$ cat src/hw/isaPkg.sv
// instruction-set package: opcode views, register, ALU operation and condition encodings
package isaPkg;

    typedef logic [7:0] byteT;

    // Z80 operand order, slot 6 is the (HL) operand which this slice does not support
    typedef enum logic [2:0] {
        regB, regC, regD, regE,
        regH, regL, regSlot6, regA
    } regIdxT;

    typedef enum logic [2:0] {
        opAdd, opAdc, opSub, opSbc,
        opAnd, opXor, opOr, opCp
    } aluOpT;

    typedef enum logic [2:0] {
        ccNz, ccZ, ccNc, ccC,
        ccPo, ccPe, ccP, ccM
    } condT;

    // values of the two top opcode bits
    localparam logic [1:0] grpLoad = 2'd0;
    localparam logic [1:0] grpAluReg = 2'd2;
    localparam logic [1:0] grpImmJp = 2'd3;

    // low three bits inside group 0 and group 3
    localparam logic [2:0] lowImm = 3'd6;
    localparam logic [2:0] lowJp = 3'd2;

    typedef struct packed {
        logic [1:0] group;
        logic [2:0] op;
        logic [2:0] src;
    } aluFormT;

    typedef struct packed {
        logic [1:0] group;
        logic [2:0] cond;
        logic [2:0] low;
    } ccFormT;

    // the same byte read as operation/source or as condition/low field
    typedef union packed {
        aluFormT aluForm;
        ccFormT  ccForm;
    } opcodeT;

endpackage

$ cat src/hw/corePkg.sv
// datapath package: flag word, decoded control word and finished-instruction result
package corePkg;

    typedef struct packed {
        logic s;
        logic z;
        logic h;
        logic pv;
        logic n;
        logic c;
    } flagsT;

    typedef enum logic [1:0] {
        kindAlu,
        kindLoad,
        kindJump,
        kindNone
    } kindT;

    // one decoded instruction on its way to execute
    typedef struct packed {
        logic           valid;
        kindT           kind;
        isaPkg::aluOpT  aluOp;
        logic           useImm;
        isaPkg::regIdxT srcReg;
        isaPkg::regIdxT dstReg;
        isaPkg::condT   cond;
        isaPkg::byteT   imm;
    } ctrlT;

    // regIdx is the register written when regWrite is set
    typedef struct packed {
        logic           valid;
        logic           regWrite;
        isaPkg::regIdxT regIdx;
        isaPkg::byteT   data;
        logic           flagWrite;
        flagsT          flags;
        logic           jump;
        isaPkg::byteT   target;
    } resultT;

endpackage

$ cat src/hw/z80Decode.sv
// opcode decoder: classifies one opcode byte and registers its control word
module z80Decode (
    input  logic           clk,
    input  logic           arstN,
    input  logic           instrValid,
    input  isaPkg::opcodeT instr,
    input  isaPkg::byteT   imm,
    output corePkg::ctrlT  decCtl
);

    corePkg::ctrlT nextCtl;

    always_comb begin
        nextCtl.valid = instrValid;
        nextCtl.kind = corePkg::kindNone;
        nextCtl.aluOp = isaPkg::aluOpT'(instr.aluForm.op);
        nextCtl.useImm = 1'b0;
        // A is read on every cycle anyway, so it is a harmless default source
        nextCtl.srcReg = isaPkg::regA;
        nextCtl.dstReg = isaPkg::regA;
        nextCtl.cond = isaPkg::condT'(instr.ccForm.cond);
        nextCtl.imm = imm;

        case (instr.aluForm.group)
            isaPkg::grpAluReg: begin
                if (instr.aluForm.src != isaPkg::regSlot6) begin
                    nextCtl.kind = corePkg::kindAlu;
                    nextCtl.srcReg = isaPkg::regIdxT'(instr.aluForm.src);
                end
            end
            isaPkg::grpLoad: begin
                // LD r,n keeps its destination in the operation field
                if (instr.ccForm.low == isaPkg::lowImm &&
                    instr.aluForm.op != isaPkg::regSlot6) begin
                    nextCtl.kind = corePkg::kindLoad;
                    nextCtl.dstReg = isaPkg::regIdxT'(instr.aluForm.op);
                end
            end
            isaPkg::grpImmJp: begin
                if (instr.ccForm.low == isaPkg::lowImm) begin
                    nextCtl.kind = corePkg::kindAlu;
                    nextCtl.useImm = 1'b1;
                end else if (instr.ccForm.low == isaPkg::lowJp) begin
                    nextCtl.kind = corePkg::kindJump;
                end
            end
            default: begin
                nextCtl.kind = corePkg::kindNone;
            end
        endcase
    end

    always_ff @(posedge clk or negedge arstN) begin
        if (!arstN) begin
            decCtl <= '0;
        end else begin
            decCtl <= nextCtl;
        end
    end

    // execute must never request the unsupported (HL) slot as an ALU source
    aluSrcNotSlot6: assert property (
        @(posedge clk) disable iff (!arstN)
        decCtl.valid && decCtl.kind == corePkg::kindAlu |-> decCtl.srcReg != isaPkg::regSlot6
    ) else $error("ALU control word selects register slot 6");

endmodule

$ cat src/hw/z80Execute.sv
// execute stage: ALU with nibble carry and overflow, flag build, jump test, result register
module z80Execute (
    input  logic             clk,
    input  logic             arstN,
    input  corePkg::ctrlT    decCtl,
    output isaPkg::regIdxT   srcReg,
    input  isaPkg::byteT     srcData,
    input  isaPkg::byteT     accData,
    input  corePkg::flagsT   curFlags,
    output corePkg::resultT  exRes
);

    logic            isSub;
    logic            carryIn;
    logic            cinEff;
    isaPkg::byteT    operand;
    isaPkg::byteT    addend;
    logic [8:0]      sum;
    logic [4:0]      nibbleSum;
    logic            overflow;
    isaPkg::byteT    aluRes;
    corePkg::flagsT  aluFlags;
    logic            condTrue;
    corePkg::resultT nextRes;

    // operand read request goes straight to the register file
    assign srcReg = decCtl.srcReg;

    assign isSub = decCtl.aluOp inside {isaPkg::opSub, isaPkg::opSbc, isaPkg::opCp};
    assign carryIn = (decCtl.aluOp inside {isaPkg::opAdc, isaPkg::opSbc}) & curFlags.c;
    assign operand = decCtl.useImm ? decCtl.imm : srcData;

    // subtract as A + ~B + !borrow, so carry and half carry come out inverted
    assign addend = isSub ? ~operand : operand;
    assign cinEff = carryIn ^ isSub;
    assign sum = {1'b0, accData} + {1'b0, addend} + {8'd0, cinEff};
    assign nibbleSum = {1'b0, accData[3:0]} + {1'b0, addend[3:0]} + {4'd0, cinEff};
    assign overflow = (accData[7] == addend[7]) && (sum[7] != accData[7]);

    always_comb begin
        aluFlags = '0;
        case (decCtl.aluOp)
            isaPkg::opAnd: begin
                aluRes = accData & operand;
                aluFlags.h = 1'b1;
                aluFlags.pv = ~^aluRes;
            end
            isaPkg::opXor: begin
                aluRes = accData ^ operand;
                aluFlags.pv = ~^aluRes;
            end
            isaPkg::opOr: begin
                aluRes = accData | operand;
                aluFlags.pv = ~^aluRes;
            end
            default: begin
                aluRes = sum[7:0];
                aluFlags.h = nibbleSum[4] ^ isSub;
                aluFlags.pv = overflow;
                aluFlags.c = sum[8] ^ isSub;
            end
        endcase
        aluFlags.s = aluRes[7];
        aluFlags.z = (aluRes == 8'h00);
        aluFlags.n = isSub;
    end

    always_comb begin
        case (decCtl.cond)
            isaPkg::ccNz: condTrue = ~curFlags.z;
            isaPkg::ccZ: condTrue = curFlags.z;
            isaPkg::ccNc: condTrue = ~curFlags.c;
            isaPkg::ccC: condTrue = curFlags.c;
            isaPkg::ccPo: condTrue = ~curFlags.pv;
            isaPkg::ccPe: condTrue = curFlags.pv;
            isaPkg::ccP: condTrue = ~curFlags.s;
            default: condTrue = curFlags.s;
        endcase
    end

    always_comb begin
        nextRes = '0;
        nextRes.valid = decCtl.valid;
        nextRes.regIdx = decCtl.dstReg;
        nextRes.data = aluRes;
        nextRes.flags = curFlags;
        if (decCtl.valid) begin
            case (decCtl.kind)
                corePkg::kindAlu: begin
                    // CP only compares and leaves A as it is
                    nextRes.regWrite = (decCtl.aluOp != isaPkg::opCp);
                    nextRes.flagWrite = 1'b1;
                    nextRes.flags = aluFlags;
                end
                corePkg::kindLoad: begin
                    nextRes.regWrite = 1'b1;
                    nextRes.data = decCtl.imm;
                end
                corePkg::kindJump: begin
                    nextRes.jump = condTrue;
                    nextRes.target = decCtl.imm;
                end
                default: begin
                    nextRes.jump = 1'b0;
                end
            endcase
        end
    end

    always_ff @(posedge clk or negedge arstN) begin
        if (!arstN) begin
            exRes <= '0;
        end else begin
            exRes <= nextRes;
        end
    end

    // a taken jump leaves registers and flags alone
    jumpWritesNothing: assert property (
        @(posedge clk) disable iff (!arstN)
        exRes.valid && exRes.jump |-> !exRes.regWrite && !exRes.flagWrite
    ) else $error("jump result carries a register or flag write");

endmodule

$ cat src/hw/z80Result.sv
// result stage: register file and flags, write-back, operand bypass and output register
module z80Result (
    input  logic            clk,
    input  logic            arstN,
    input  corePkg::resultT exRes,
    input  isaPkg::regIdxT  srcReg,
    output isaPkg::byteT    srcData,
    output isaPkg::byteT    accData,
    output corePkg::flagsT  curFlags,
    output corePkg::resultT res
);

    // slot 6 has storage for simple indexing but is never written
    isaPkg::byteT   regs [0:7];
    corePkg::flagsT flags;
    logic           regPending;
    logic           srcHit;
    logic           accHit;
    logic           flagHit;

    assign regPending = exRes.valid && exRes.regWrite;
    assign srcHit = regPending && (exRes.regIdx == srcReg);
    assign accHit = regPending && (exRes.regIdx == isaPkg::regA);
    assign flagHit = exRes.valid && exRes.flagWrite;

    // the instruction in execute commits on the next edge, forward it now
    assign srcData = srcHit ? exRes.data : regs[srcReg];
    assign accData = accHit ? exRes.data : regs[isaPkg::regA];
    assign curFlags = flagHit ? exRes.flags : flags;

    always_ff @(posedge clk or negedge arstN) begin
        if (!arstN) begin
            for (int i = 0; i < 8; i++) begin
                regs[i] <= '0;
            end
            flags <= '0;
        end else begin
            if (regPending) begin
                regs[exRes.regIdx] <= exRes.data;
            end
            if (flagHit) begin
                flags <= exRes.flags;
            end
        end
    end

    always_ff @(posedge clk or negedge arstN) begin
        if (!arstN) begin
            res <= '0;
        end else begin
            res <= exRes;
        end
    end

    // decode filters slot 6, so no write may ever reach it
    noSlot6Write: assert property (
        @(posedge clk) disable iff (!arstN)
        regPending |-> exRes.regIdx != isaPkg::regSlot6
    ) else $error("register write targets slot 6");

endmodule

$ cat src/hw/z80AluSlice.sv
// top level of the 8-bit ALU slice: decode, execute and result stages in a row
module z80AluSlice (
    input  logic            clk,
    input  logic            arstN,
    input  logic            instrValid,
    input  isaPkg::opcodeT  instr,
    input  isaPkg::byteT    imm,
    output corePkg::resultT res
);

    corePkg::ctrlT   decCtl;
    corePkg::resultT exRes;
    isaPkg::regIdxT  srcReg;
    isaPkg::byteT    srcData;
    isaPkg::byteT    accData;
    corePkg::flagsT  curFlags;

    z80Decode decode0 (
        .clk        (clk),
        .arstN      (arstN),
        .instrValid (instrValid),
        .instr      (instr),
        .imm        (imm),
        .decCtl     (decCtl)
    );

    z80Execute execute0 (
        .clk      (clk),
        .arstN    (arstN),
        .decCtl   (decCtl),
        .srcReg   (srcReg),
        .srcData  (srcData),
        .accData  (accData),
        .curFlags (curFlags),
        .exRes    (exRes)
    );

    z80Result result0 (
        .clk      (clk),
        .arstN    (arstN),
        .exRes    (exRes),
        .srcReg   (srcReg),
        .srcData  (srcData),
        .accData  (accData),
        .curFlags (curFlags),
        .res      (res)
    );

endmodule

$ cat config.mk
export PLATFORM = sky130hd
export DESIGN_NAME = z80AluSlice
export DESIGN_NICKNAME = d
export VERILOG_FILES = /design/src/hw/isaPkg.sv /design/src/hw/corePkg.sv /design/src/hw/z80Decode.sv /design/src/hw/z80Execute.sv /design/src/hw/z80Result.sv /design/src/hw/z80AluSlice.sv
export SDC_FILE = /design/constraint.sdc
export NUM_CORES = 1
export LEC_CHECK = 0
export ABC_AREA = 1
export BUFFER_PORTS_ARGS = -buffer_cell sky130_fd_sc_hd__buf_2
export CORE_AREA = 2 2 112 114
export DETAILED_ROUTE_END_ITERATION = 16
export DIE_AREA = 0 0 114 116
export HOLD_SLACK_MARGIN = 0.03
export PLACE_DENSITY = 0.83
export SLEW_MARGIN = 25
export SYNTH_ARGS = -nofsm -noshare
export SYNTH_HDL_FRONTEND = slang
export SYNTH_SLANG_ARGS = --single-unit
$ cat constraint.sdc
create_clock -name clk -period 8.2 [get_ports clk]
set_input_delay 0.41 -clock clk [delete_from_list [all_inputs] [get_ports clk]]
set_output_delay 0.41 -clock clk [all_outputs]
set_load 0.01 [all_outputs]
==> results.json <==
{
  "grt_overflow_total": 0,
  "r2r_slack_ns": 4.20,
  "cts_buffers": 17,
  "fp.dieW_um": 114,
  "setup.worst_path.end": "execute0.exRes[9]",
  "synthSimpleGateAreaFrac_pct": 26.9,
  "core_um2": 11900,
  "grt_use_total_pct": 30.1,
  "drive_gt1_share_pct": 11.9,
  "regArea_um2": 3730,
  "io_buffers": 47,
  "clk_latency_ns": 0.42,
  "slew_viol_final": 0,
  "root_buffer": "clkbuf_16",
  "worstSetupPathType": "reg2reg",
  "yosys_register_bits": 149,
  "slew_headroom_pct": 41.2,
  "synth_nets": 999,
  "multi_input_area_um2": 3270,
  "required_ns": 8.54,
  "clk_path_buf_depth": 2,
  "ys.warnings.count": 0,
  "synth_flop_cell": "dfrtp_1",
  "power.density_nw_per_um2": 307,
  "path_clk_slew_ns": 0.06,
  "r2r-start": "decode0.decCtl[14]",
  "synth.avg_cell_area_um2": 7.94,
  "cp_common_cell": "nand2_1",
  "dieArea_um2": 13200,
  "place_hpwl_um": 12800,
  "muxShareOfSynthArea_pct": 0.148,
  "first_iter_violations": 634,
  "drc": 0,
  "syn_to_final_growth_pct": 11.1,
  "slowest_delay_ns": 0.46,
  "hold_slack_ns": 0.0661,
  "grt_max_degree": 98,
  "busiest_layer": "met2",
  "fill_cells": 961,
  "totalWireLength_um": 18300,
  "ctsResizeCount": 0,
  "p_leak_uw": 0.00442,
  "grt_pass1_wl_um": 30500,
  "gr-usage-met3_pct": 6.01,
  "syn_inst": 955,
  "async_reset_ff_share_pct": 100,
  "fp-row-count": 40,
  "setup_viol": 0,
  "ir_drop_uv": 161,
  "gp_congestion": 0.967,
  "crit_start": "decode0.decCtl[14]",
  "cp_max_fo": 35,
  "firstDrtPassIters": 5,
  "startpoint_type": "flip-flop",
  "cts_hold_buf": 0,
  "worst_pin_slew_ns": 0.882,
  "synth_compound_area_share_pct": 9.10,
  "nets": 1036,
  "cap_violations": 0,
  "min_period_ns": 4.00,
  "synth.distinct_cells": 37,
  "mappedNetlistArea_um2": 7590,
  "grt_pass1_vias": 6044,
  "die_height_um": 116,
  "h-tree-depth": 4,
  "viasPerCell": 5.58,
  "wire_per_inst_um": 15.9,
  "hold_path.class": "in2async",
  "synth_edf_count": 0,
  "synth_xor_area_share_pct": 2.66,
  "rsz0062_at_grt": "false",
  "fin_crit_sh_pct": 48.8,
  "fin_tns_setup_ns": 0,
  "status": "completed",
  "vias": 6421,
  "cpMaxStageDelayCell": "fa_1",
  "start_util_pct": 63.7,
  "antenna_found_initial": 0,
  "hold_viol": 0,
  "synth-adder-area-share_pct": 4.32,
  "cp_cell_sequence": "buf_4 -> inv_2 -> nor2_1 -> nor3_4 -> nand2_2 -> o211ai_2 -> nand2_2 -> nand2_1 -> nand2_1 -> fa_1 -> fa_1 -> inv_1 -> nand2_1 -> nand2_1 -> nand2_1 -> o31ai_1 -> o21ai_0 -> o21ai_0",
  "use_met2_pct": 46.6,
  "fmax_mhz": 250,
  "post_cts_buffers": 0,
  "critPathArrivalTime_ns": 4.34,
  "n_antenna_cell": 0,
  "cts_tree": "done",
  "io_pins": 48,
  "synth_seq_area_share_pct": 49.1,
  "cts.sink_count": 149,
  "grt_util_met1_pct": 41.8,
  "fin_skew_ns": 0.00853,
  "r2r-end": "execute0.exRes[9]",
  "synth_top_family_by_area": "simple AND/OR/NAND/NOR gates",
  "end_kind": "flip-flop",
  "rr_worst_depth": 18,
  "detail-route-antenna-nets": 0
}
worst min-delay path by stage:
stage	slack, ns	cells past startpoint	end	from
after global placement	0.33	0	execute0.exRes[24]	decode0.decCtl[11]
after floorplan	0.11	0	decode0.decCtl[0]	arstN
after detailed placement	0.34	0	result0.res[0]	execute0.exRes[0]
final	0.07	1	result0.regs[56]	arstN
after global routing	0.08	1	decode0.decCtl[23]	instrValid
after CTS	0.08	1	decode0.decCtl[7]	imm[7]
cell usage after synthesis (all sizes together), types with 3 or more instances:
| cell | instances | share of area [%] |
|---|---|---|
| clkbuf | 16 | 0.79 |
| o21ai | 90 | 5.9 |
| o211ai | 11 | 1.5 |
| ha | 23 | 3.8 |
| inv | 115 | 5.7 |
| o22ai | 4 | 0.33 |
| nor3 | 4 | 0.41 |
| or2 | 10 | 0.82 |
| dfrtp | 149 | 49 |
| buf | 16 | 1.3 |
| xnor2 | 12 | 1.4 |
| nor2 | 58 | 3.0 |
| nand3 | 81 | 5.3 |
| nand4 | 3 | 0.25 |
| nand2 | 326 | 17 |
| a21oi | 10 | 0.66 |
| xor2 | 11 | 1.3 |
layer usage:
metal	up-vias	part of all wire, %
met5	-	0
met4	0	2.6
met3	46	7.4
met2	296	46
met1	2991	44
li1	3088	-
state kept, by name, summed over array words and instances, names as in the netlist:
name            flops
result0.flags       6
execute0.exRes     29
decode0.decCtl     21
result0.regs       64
result0.res        29
final cells by class:
type | instances | area share, %
Clock buffer | 23 | 5.67
Clock inverter | 8 | 0.905
Inverter | 115 | 5.12
Multi-Input combinational cell | 659 | 38.8
Sequential cell | 149 | 44.2
Tap cell | 147 | 2.18
Timing Repair Buffer | 50 | 3.13
report_power, final:
part	internal (uW)	switching (uW)	total [uW]
sequential	822	60.0	882
combinational	353	632	984
clock	438	285	723
total	1610	977	2590
per-stage QoR:
| stage | power [uW] | cell area, um2 | worst slack (ns) | std cells | utilization (%) |
|---|---|---|---|---|---|
| floorplan | 1600 | 7590 | 5.19 | 955 | - |
| global route | 2770 | 8430 | 3.82 | 1151 | 70.8 |
| detailed placement | 1850 | 7880 | 4.32 | 1120 | 66.1 |
| CTS | 2580 | 8430 | 4.30 | 1151 | 70.8 |
| finish | 2590 | 8430 | 4.20 | 1151 | 70.8 |
| global placement | 1830 | 7880 | 4.46 | 1120 | 66.1 |
cell usage in the layout (no fill, tap or decap), types with 4 or more instances in the layout:
cell and instances:
ha_1 23, xor2_1 11, o21ai_0 83, clkbuf_16 17, o22ai_1 4, o211ai_1 5, a21oi_1 10, o211ai_2 6
o21ai_1 7, or2_2 10, xnor2_1 12, nor2_1 55, buf_2 46, nand2_2 12, inv_2 8, dfrtp_1 149
inv_1 107, nand2_1 314, nand3_1 81
worst max-delay path: cells and delay by family, from the launching register on:
family	cells	cell delay, ns
simple gates	9	1.09
compound gates	4	0.88
buf+inv	3	0.75
flops	1	0.35
fa+ha+maj	2	0.83
kinds of logic (layout without fill, tap and decap cells):
group / Yosys count / after routing
AO/OA/AOI/OAI: 122 / 122
buffers and inverters: 147 / 196
flip-flops: 149 / 149
XOR/XNOR: 23 / 23
multiplexers: 1 / 1
adder cells (fa/ha/maj): 25 / 25
AND/OR/NAND/NOR: 488 / 488
Power figures use the tool's default switching activity.
